### src/common/fe_pkg.sv
`default_nettype none

package fe_pkg;

    localparam logic [31:0] reset_pc = 32'h8000_0000;  // first fetch address

    // fetch queue sizing
    localparam int fq_depth = 4;
    localparam int fq_ptr_w = $clog2(fq_depth);
    localparam int fq_cnt_w = $clog2(fq_depth + 1);  // count must reach fq_depth

    // major opcodes seen by decode
    localparam logic [6:0] op_op  = 7'b0110011;  // R-type integer ops
    localparam logic [6:0] op_jal = 7'b1101111;

    localparam logic [6:0] funct7_muldiv = 7'b0000001;  // M extension

    // kind codes handed to the back end
    localparam logic [1:0] kind_alu    = 2'd0;
    localparam logic [1:0] kind_muldiv = 2'd1;
    localparam logic [1:0] kind_jal    = 2'd2;
    localparam logic [1:0] kind_other  = 2'd3;

    // one instruction word, read either as R-type or as J-type
    typedef union packed {
        struct packed {
            logic [6:0] funct7;
            logic [4:0] rs2;
            logic [4:0] rs1;
            logic [2:0] funct3;
            logic [4:0] rd;
            logic [6:0] opcode;
        } r_fmt;
        struct packed {
            logic       imm20;     // sign bit
            logic [9:0] imm10_1;
            logic       imm11;
            logic [7:0] imm19_12;
            logic [4:0] rd;
            logic [6:0] opcode;
        } j_fmt;
    } instr_u;

endpackage

`default_nettype wire
### src/rtl/frontend_top.sv
`default_nettype none

module frontend_top (
    input  logic        clk,
    input  logic        rst_n,
    output logic        imem_req_valid,
    input  logic        imem_req_ready,
    output logic [31:0] imem_req_addr,
    input  logic        imem_rsp_valid,
    input  logic [31:0] imem_rsp_data,
    input  logic        redirect_valid,
    input  logic [31:0] redirect_pc,
    output logic        issue_valid,
    input  logic        issue_ready,
    output logic [31:0] issue_pc,
    output logic [31:0] issue_instr,
    output logic [1:0]  issue_kind
);

    logic        pc_valid;
    logic        pc_ready;
    logic [31:0] pc;
    logic        fq_in_valid;
    logic        fq_in_ready;
    logic [31:0] fq_in_pc;
    logic [31:0] fq_in_instr;
    logic        fq_out_valid;
    logic        fq_out_ready;
    logic [31:0] fq_out_pc;
    logic [31:0] fq_out_instr;
    logic        dec_redirect;
    logic [31:0] dec_target;
    logic        flush;

    assign flush = redirect_valid | dec_redirect;  // either source kills the fetched path

    pc_gen u_pc_gen (
        .clk, .rst_n, .redirect_valid, .redirect_pc, .dec_redirect, .dec_target,
        .pc_valid, .pc_ready, .pc
    );

    fetch_stage u_fetch_stage (
        .clk, .rst_n, .pc_valid, .pc_ready, .pc,
        .imem_req_valid, .imem_req_ready, .imem_req_addr, .imem_rsp_valid, .imem_rsp_data,
        .flush, .fq_in_valid, .fq_in_ready, .fq_in_pc, .fq_in_instr
    );

    fetch_queue u_fetch_queue (
        .clk, .rst_n, .flush, .fq_in_valid, .fq_in_ready, .fq_in_pc, .fq_in_instr,
        .fq_out_valid, .fq_out_ready, .fq_out_pc, .fq_out_instr
    );

    decode_stage u_decode_stage (
        .clk, .rst_n, .redirect_valid,
        .fq_out_valid, .fq_out_ready, .fq_out_pc, .fq_out_instr,
        .dec_redirect, .dec_target,
        .issue_valid, .issue_ready, .issue_pc, .issue_instr, .issue_kind
    );

endmodule

`default_nettype wire

### src/rtl/decode_stage.sv
`default_nettype none

module decode_stage (
    input  logic        clk,
    input  logic        rst_n,
    input  logic        redirect_valid,
    input  logic        fq_out_valid,
    output logic        fq_out_ready,
    input  logic [31:0] fq_out_pc,
    input  logic [31:0] fq_out_instr,
    output logic        dec_redirect,
    output logic [31:0] dec_target,
    output logic        issue_valid,
    input  logic        issue_ready,
    output logic [31:0] issue_pc,
    output logic [31:0] issue_instr,
    output logic [1:0]  issue_kind
);

    import fe_pkg::*;

    instr_u      instr;
    logic [1:0]  kind;
    logic [31:0] j_imm;
    logic        accept;

    assign instr = fq_out_instr;

    always_comb begin
        if (instr.j_fmt.opcode == op_jal)
            kind = kind_jal;
        else if (instr.r_fmt.opcode == op_op && instr.r_fmt.funct7 == funct7_muldiv)
            kind = kind_muldiv;
        else if (instr.r_fmt.opcode == op_op)
            kind = kind_alu;
        else
            kind = kind_other;
    end

    // J immediate, bit 0 always zero
    assign j_imm = {{11{instr.j_fmt.imm20}}, instr.j_fmt.imm20, instr.j_fmt.imm19_12,
                    instr.j_fmt.imm11, instr.j_fmt.imm10_1, 1'b0};
    assign dec_target = fq_out_pc + j_imm;

    // head of the queue is wrong path while the back end redirects
    assign fq_out_ready = (!issue_valid || issue_ready) && !redirect_valid;
    assign accept       = fq_out_valid && fq_out_ready;
    assign dec_redirect = accept && (kind == kind_jal);

    always_ff @(posedge clk or negedge rst_n) begin
        if (!rst_n)
            issue_valid <= 1'b0;
        else if (redirect_valid)
            issue_valid <= 1'b0;
        else if (accept)
            issue_valid <= 1'b1;
        else if (issue_ready)
            issue_valid <= 1'b0;
    end

    always_ff @(posedge clk) begin
        if (accept) begin
            issue_pc    <= fq_out_pc;
            issue_instr <= fq_out_instr;
            issue_kind  <= kind;
        end
    end

    // a stalled issue must not change under the back end
    a_issue_stable : assert property (
        @(posedge clk) disable iff (!rst_n)
        issue_valid && !issue_ready && !redirect_valid |=>
            issue_valid && $stable(issue_pc) && $stable(issue_instr) && $stable(issue_kind)
    ) else $error("decode_stage: issue data changed while stalled");

endmodule

`default_nettype wire

### src/rtl/fetch_queue.sv
`default_nettype none

module fetch_queue (
    input  logic        clk,
    input  logic        rst_n,
    input  logic        flush,
    input  logic        fq_in_valid,
    output logic        fq_in_ready,
    input  logic [31:0] fq_in_pc,
    input  logic [31:0] fq_in_instr,
    output logic        fq_out_valid,
    input  logic        fq_out_ready,
    output logic [31:0] fq_out_pc,
    output logic [31:0] fq_out_instr
);

    import fe_pkg::*;

    logic [31:0]         pc_q    [fq_depth];
    logic [31:0]         instr_q [fq_depth];
    logic [fq_ptr_w-1:0] rd_ptr;
    logic [fq_ptr_w-1:0] wr_ptr;
    logic [fq_cnt_w-1:0] count;
    logic                do_wr;
    logic                do_rd;

    assign fq_in_ready  = (count != fq_cnt_w'(fq_depth));  // low when full
    assign fq_out_valid = (count != '0);
    assign fq_out_pc    = pc_q[rd_ptr];
    assign fq_out_instr = instr_q[rd_ptr];
    assign do_wr        = fq_in_valid && fq_in_ready;
    assign do_rd        = fq_out_valid && fq_out_ready;

    always_ff @(posedge clk or negedge rst_n) begin
        if (!rst_n) begin
            rd_ptr <= '0;
            wr_ptr <= '0;
            count  <= '0;
        end else if (flush) begin
            // drop everything fetched down the old path
            rd_ptr <= '0;
            wr_ptr <= '0;
            count  <= '0;
        end else begin
            if (do_wr)
                wr_ptr <= (wr_ptr == fq_ptr_w'(fq_depth - 1)) ? '0 : wr_ptr + 1'b1;
            if (do_rd)
                rd_ptr <= (rd_ptr == fq_ptr_w'(fq_depth - 1)) ? '0 : rd_ptr + 1'b1;
            case ({do_wr, do_rd})
                2'b10:   count <= count + 1'b1;
                2'b01:   count <= count - 1'b1;
                default: count <= count;  // both or neither
            endcase
        end
    end

    always_ff @(posedge clk) begin
        if (do_wr) begin
            pc_q[wr_ptr]    <= fq_in_pc;
            instr_q[wr_ptr] <= fq_in_instr;
        end
    end

    a_count_bound : assert property (
        @(posedge clk) disable iff (!rst_n)
        count <= fq_cnt_w'(fq_depth)
    ) else $error("fetch_queue: count %0d above depth", count);

endmodule

`default_nettype wire

### src/rtl/fetch_stage.sv
`default_nettype none

module fetch_stage (
    input  logic        clk,
    input  logic        rst_n,
    input  logic        pc_valid,
    output logic        pc_ready,
    input  logic [31:0] pc,
    output logic        imem_req_valid,
    input  logic        imem_req_ready,
    output logic [31:0] imem_req_addr,
    input  logic        imem_rsp_valid,  // no ready, always taken
    input  logic [31:0] imem_rsp_data,
    input  logic        flush,
    output logic        fq_in_valid,
    input  logic        fq_in_ready,
    output logic [31:0] fq_in_pc,
    output logic [31:0] fq_in_instr
);

    logic        busy;        // one request in flight
    logic        stale;       // in-flight request belongs to a flushed path
    logic [31:0] req_pc;
    logic        hold_valid;  // kept response waiting for the queue
    logic        req_fire;
    logic        rsp_keep;

    // request only when nothing is in flight and nothing is held
    assign imem_req_valid = pc_valid && !busy && !hold_valid;
    assign imem_req_addr  = pc;
    assign pc_ready       = imem_req_ready && !busy && !hold_valid;
    assign req_fire       = imem_req_valid && imem_req_ready;
    assign rsp_keep       = imem_rsp_valid && busy && !stale && !flush;
    assign fq_in_valid    = hold_valid;

    always_ff @(posedge clk or negedge rst_n) begin
        if (!rst_n) begin
            busy       <= 1'b0;
            stale      <= 1'b0;
            hold_valid <= 1'b0;
        end else begin
            if (req_fire) begin
                busy  <= 1'b1;
                stale <= flush;  // pc sent this cycle is already wrong path
            end else begin
                if (imem_rsp_valid)
                    busy <= 1'b0;
                if (flush)
                    stale <= 1'b1;
            end
            if (flush)
                hold_valid <= 1'b0;
            else if (rsp_keep)
                hold_valid <= 1'b1;
            else if (fq_in_ready)
                hold_valid <= 1'b0;
        end
    end

    always_ff @(posedge clk) begin
        if (req_fire)
            req_pc <= pc;
        if (rsp_keep) begin
            fq_in_pc    <= req_pc;
            fq_in_instr <= imem_rsp_data;
        end
    end

    // memory must not answer a request that was never made
    a_rsp_outstanding : assert property (
        @(posedge clk) disable iff (!rst_n)
        imem_rsp_valid |-> busy
    ) else $error("fetch_stage: response with no request outstanding");

endmodule

`default_nettype wire

### src/rtl/pc_gen.sv
`default_nettype none

module pc_gen (
    input  logic        clk,
    input  logic        rst_n,
    input  logic        redirect_valid,  // from the back end
    input  logic [31:0] redirect_pc,
    input  logic        dec_redirect,    // JAL taken in decode
    input  logic [31:0] dec_target,
    output logic        pc_valid,
    input  logic        pc_ready,
    output logic [31:0] pc
);

    import fe_pkg::*;

    logic        load_new;
    logic [31:0] new_pc;

    // external redirect wins over a decode redirect
    always_comb begin
        load_new = redirect_valid | dec_redirect;
        new_pc   = redirect_valid ? redirect_pc : dec_target;
    end

    always_ff @(posedge clk or negedge rst_n) begin
        if (!rst_n) begin
            pc       <= reset_pc;
            pc_valid <= 1'b0;
        end else begin
            pc_valid <= 1'b1;  // one idle cycle out of reset, then always valid
            if (load_new) begin
                pc <= new_pc;
            end else if (pc_valid && pc_ready) begin
                pc <= pc + 32'd4;  // sequential step
            end
        end
    end

    // no compressed instructions, so fetch addresses stay word aligned
    a_pc_aligned : assert property (
        @(posedge clk) disable iff (!rst_n)
        pc_valid |-> (pc[1:0] == 2'b00)
    ) else $error("pc_gen: misaligned fetch pc %h", pc);

endmodule

`default_nettype wire

### config.mk
export PLATFORM = sky130hd
export DESIGN_NAME = frontend_top
export DESIGN_NICKNAME = d
export VERILOG_FILES = /design/src/common/fe_pkg.sv /design/src/rtl/frontend_top.sv /design/src/rtl/decode_stage.sv /design/src/rtl/fetch_queue.sv /design/src/rtl/fetch_stage.sv /design/src/rtl/pc_gen.sv
export SDC_FILE = /design/constraint.sdc
export NUM_CORES = 1
export LEC_CHECK = 0
export BUFFER_PORTS_ARGS = -buffer_cell sky130_fd_sc_hd__buf_2
export CAP_MARGIN = 30
export CORE_ASPECT_RATIO = 1.25
export CORE_MARGIN = 1.5
export CORE_UTILIZATION = 50
export CTS_BUF_LIST = sky130_fd_sc_hd__clkbuf_8
export DETAILED_ROUTE_END_ITERATION = 16
export PLACE_DENSITY = 0.66
export SYNTH_ARGS = -nofsm -noshare
export SYNTH_HDL_FRONTEND = slang
export SYNTH_SLANG_ARGS = --single-unit
### constraint.sdc
create_clock -name clk -period 10.3 [get_ports clk]
set_input_delay 1.545 -clock clk [delete_from_list [all_inputs] [get_ports clk]]
set_output_delay 1.545 -clock clk [all_outputs]
set_load 0.02 [all_outputs]
==> results.json <==
{
  "clk_path_buf_depth": 3,
  "p_int_mw": 3.25,
  "fin_area_um2": 21100,
  "track_usage": 0.217,
  "combPwrFrac": 0.215,
  "slew_violations": 0,
  "cp_top_family": "buffers and inverters",
  "clk_pin_slew_ps": 60,
  "antenna_found_initial": 0,
  "critPathMaxFanout": 45,
  "setup_viol": 0,
  "holdPathEnd": "u_fetch_stage.fq_in_pc[12]$_DFFE_PP_",
  "cts_hold_buffers": 0,
  "post_drt_wl_per_cell_um": 22.4,
  "filler_cell_count": 2865,
  "worst_pin_slew_ps": 950,
  "ir_drop_mv": 0.0861,
  "slowest_stage": "buf_2",
  "p_sw_mw": 1.35,
  "synth_area_um2": 18400,
  "r2r_cells": 8,
  "die_x_um": 175,
  "hp-start": "u_fetch_stage.req_pc[12]$_DFFE_PP_",
  "wl_um": 40200,
  "drt_pass1_iterations": 4,
  "timing.slew.headroom": 0.367,
  "dp_slack_ps": 4720,
  "stdcell_count": 1790,
  "hold_violations": 0,
  "r2r_slack_ps": 5650,
  "clock.fmax_mhz": 199,
  "syn_to_final_growth_pct": 14.6,
  "post-cts-setup-buffers": 0,
  "async_flop_share": 0.0952,
  "ant_nets": 0,
  "die_y_um": 218,
  "clkLatencyLatePin_ps": 610,
  "fin_util": 0.581,
  "syn_inst": 1039,
  "io_pins": 170,
  "port_buffers": 169,
  "crit_chain": "buf_2 -> inv_1 -> nand2_1 -> nor2_4 -> buf_4 -> nand3_2 -> nand2_2 -> nor3_2 -> buf_4",
  "place.gp.congestion": 0.838,
  "grt_pass1_wl_um": 60000,
  "drc": 0,
  "yosysWarnings": 0,
  "status": "complete, no violations",
  "crit_type": "input pin to register",
  "grt_overflow": 0,
  "start_kind": "input pin",
  "via_count": 10092,
  "placed_cells": 1661,
  "cts.sinks": 462,
  "slowest_delay_ps": 710,
  "rows": 78,
  "fin_crit_sh": 0.487,
  "seq_area_frac_synth": 0.742,
  "via_per_inst": 5.64,
  "fin_skew_ps": 20.6,
  "dp_hpwl_um": 25900,
  "path_buf_inv": 4,
  "power_leakage_nw": 7.43,
  "cp-startpoint": "redirect_valid",
  "ys_ff_latch": 462,
  "hold_class": "register to register",
  "rsz0062_at_grt": "no",
  "placed_cell_area_um2": 19800,
  "cts-buffers-inserted": 71,
  "start_util": 0.507,
  "cp-end-kind": "register",
  "netlist-cell-type-count": 68,
  "h-tree-depth": 3,
  "fin_tns_setup_ps": 0,
  "die_area_um2": 38000,
  "drtIter0Drc": 814,
  "synthesis.nets": 1147,
  "cellPowerDensity_nw_per_um2": 218,
  "synth_edf_count": 418,
  "drive_above_1_share": 0.271,
  "p_seq_frac": 0.485,
  "cp.required_ps": 10530,
  "coreArea_um2": 36300,
  "max-cap-violations": 0,
  "ys.flop_type": "edfxtp_1",
  "whs_path_depth": 0,
  "fin_nets": 1363,
  "avgSynthCellArea_um2": 17.7,
  "critical_path_arrival_ps": 5240,
  "timing.rr.start": "u_fetch_queue.rd_ptr[0]$_DFFE_PN0P_",
  "post_cts_resized": 0,
  "final_common_cell": "edfxtp_1",
  "path_common_cell": "buf_4",
  "layout.cells.most_common_list": "edfxtp_1 (418), buf_2 (169), clkbuf_8 (77)",
  "finalWorstSetupSlack_ps": 5280,
  "r2r_end": "u_fetch_stage.fq_in_instr[31]$_DFFE_PP_",
  "cts_tree": "built",
  "fin_crit_ps": 5020,
  "cts-root-buf": "clkbuf_8",
  "grt_pass1_vias": 10040,
  "pwr-share-clk": 0.301,
  "grt_max_degree": 54,
  "swShare": 0.294
}
[power groups by stage]
stage	combinational (mW)	sequential [mW]	clock, mW
3_5_place_dp	0.973	2.27	0
2_1_floorplan	0.596	2.32	0
3_3_place_gp	0.959	2.27	0
6_report	0.987	2.23	1.38
4_1_cts	0.980	2.23	1.42
5_1_grt	1.06	2.24	1.49
[logic make-up (layout without fill, tap and decap cells)]
group,count (synthesis),count (layout),synth area share
flip-flops,462,462,0.742
AND/OR/NAND/NOR,193,193,0.0523
AO/OA/AOI/OAI,170,170,0.0585
multiplexers,72,72,0.0829
buffers and inverters,54,323,0.0143
XOR/XNOR,49,49,0.0233
adder cells (fa/ha/maj),38,38,0.0266
other,1,3,0.000204
[worst register-to-register path: stages (launching register included)]
cell     delay [ps]
dfrtp_4         750
buf_4           270
buf_16          330
mux4_1          670
and4b_4         280
nand3_2         610
nand2_2         410
nor3_2          290
buf_4           640
[metal layers]
metal	global-route usage	share of wire
met5	0	0
met4	0.0886	0.024
met3	0.0401	0.070
met2	0.347	0.48
met1	0.297	0.42
[Yosys cell counts, types with 2 or more instances]
library cell,number,area (um2)
a211oi_1,3,22.5
a21o_1,16,120
a21oi_1,51,255
a21oi_2,2,17.5
a221oi_1,3,26.3
a22oi_1,5,37.5
a2bb2oi_1,3,26.3
a31oi_1,9,56.3
and2_1,5,31.3
and3_1,12,75.1
and4_1,7,61.3
buf_1,3,11.3
buf_2,18,90.1
buf_4,2,15.0
buf_6,4,45.0
clkbuf_1,11,41.3
dfrtp_1,43,1080
edfxtp_1,418,12600
fa_1,2,40.0
ha_1,36,450
inv_1,15,56.3
mux2i_1,7,70.1
mux4_2,63,1420
nand2_1,62,233
nand2_2,2,12.5
nand2b_1,5,31.3
nand3_1,18,90.1
nand4_1,14,87.6
nor2_1,44,165
nor2b_1,2,12.5
nor3_1,11,55.1
nor4_1,2,12.5
o211ai_1,7,52.6
o21a_1,5,37.5
o21ai_0,39,195
o21ai_1,5,25.0
o21bai_1,2,15.0
o22ai_1,6,37.5
xnor2_1,30,263
xor2_1,19,166
[state kept, by name, indices dropped and copies added, names as in the netlist]
name                        count
u_fetch_queue.instr_q         128
u_fetch_queue.pc_q            128
u_decode_stage.issue_instr     32
u_decode_stage.issue_pc        32
u_fetch_stage.fq_in_instr      32
u_fetch_stage.fq_in_pc         32
u_fetch_stage.req_pc           32
u_pc_gen.pc                    32
u_fetch_queue.count             3
u_decode_stage.issue_kind       2
u_fetch_queue.rd_ptr            2
u_fetch_queue.wr_ptr            2
u_decode_stage.issue_valid      1
u_fetch_stage.busy              1
u_fetch_stage.fq_in_valid       1
u_fetch_stage.stale             1
u_pc_gen.pc_valid               1
[stage by stage]
stage,power [mW],hold WS [ps]
finish,4.60,413
global route,4.79,416
CTS,4.63,414
detailed placement,3.24,405
global placement,3.23,401
floorplan,2.92,400
[final cells by class]
class | instances | area (um2) | area share
Multi-Input combinational cell | 523 | 4510 | 0.214
Clock inverter | 49 | 229 | 0.0109
Sequential cell | 462 | 13700 | 0.647
Clock buffer | 77 | 1060 | 0.0502
Tap cell | 480 | 601 | 0.0285
Timing Repair Buffer | 182 | 983 | 0.0466
Inverter | 15 | 56.3 | 0.00267
Antenna cell | 2 | 5.00 | 0.000237
[worst max path at each step]
stage,to,slack (ps),depth (start not counted)
6_report,u_fetch_stage.fq_in_instr[31]$_DFFE_PP_,5280,9
5_1_grt,u_fetch_stage.fq_in_pc[31]$_DFFE_PP_,5020,9
4_1_cts,u_fetch_stage.fq_in_instr[23]$_DFFE_PP_,5240,7
3_5_place_dp,u_fetch_stage.fq_in_instr[11]$_DFFE_PP_,4720,9
3_3_place_gp,u_fetch_stage.fq_in_instr[11]$_DFFE_PP_,4470,9
2_1_floorplan,u_fetch_stage.fq_in_instr[0]$_DFFE_PP_,2060,7
No activity file was read; power rests on OpenSTA's default activity.
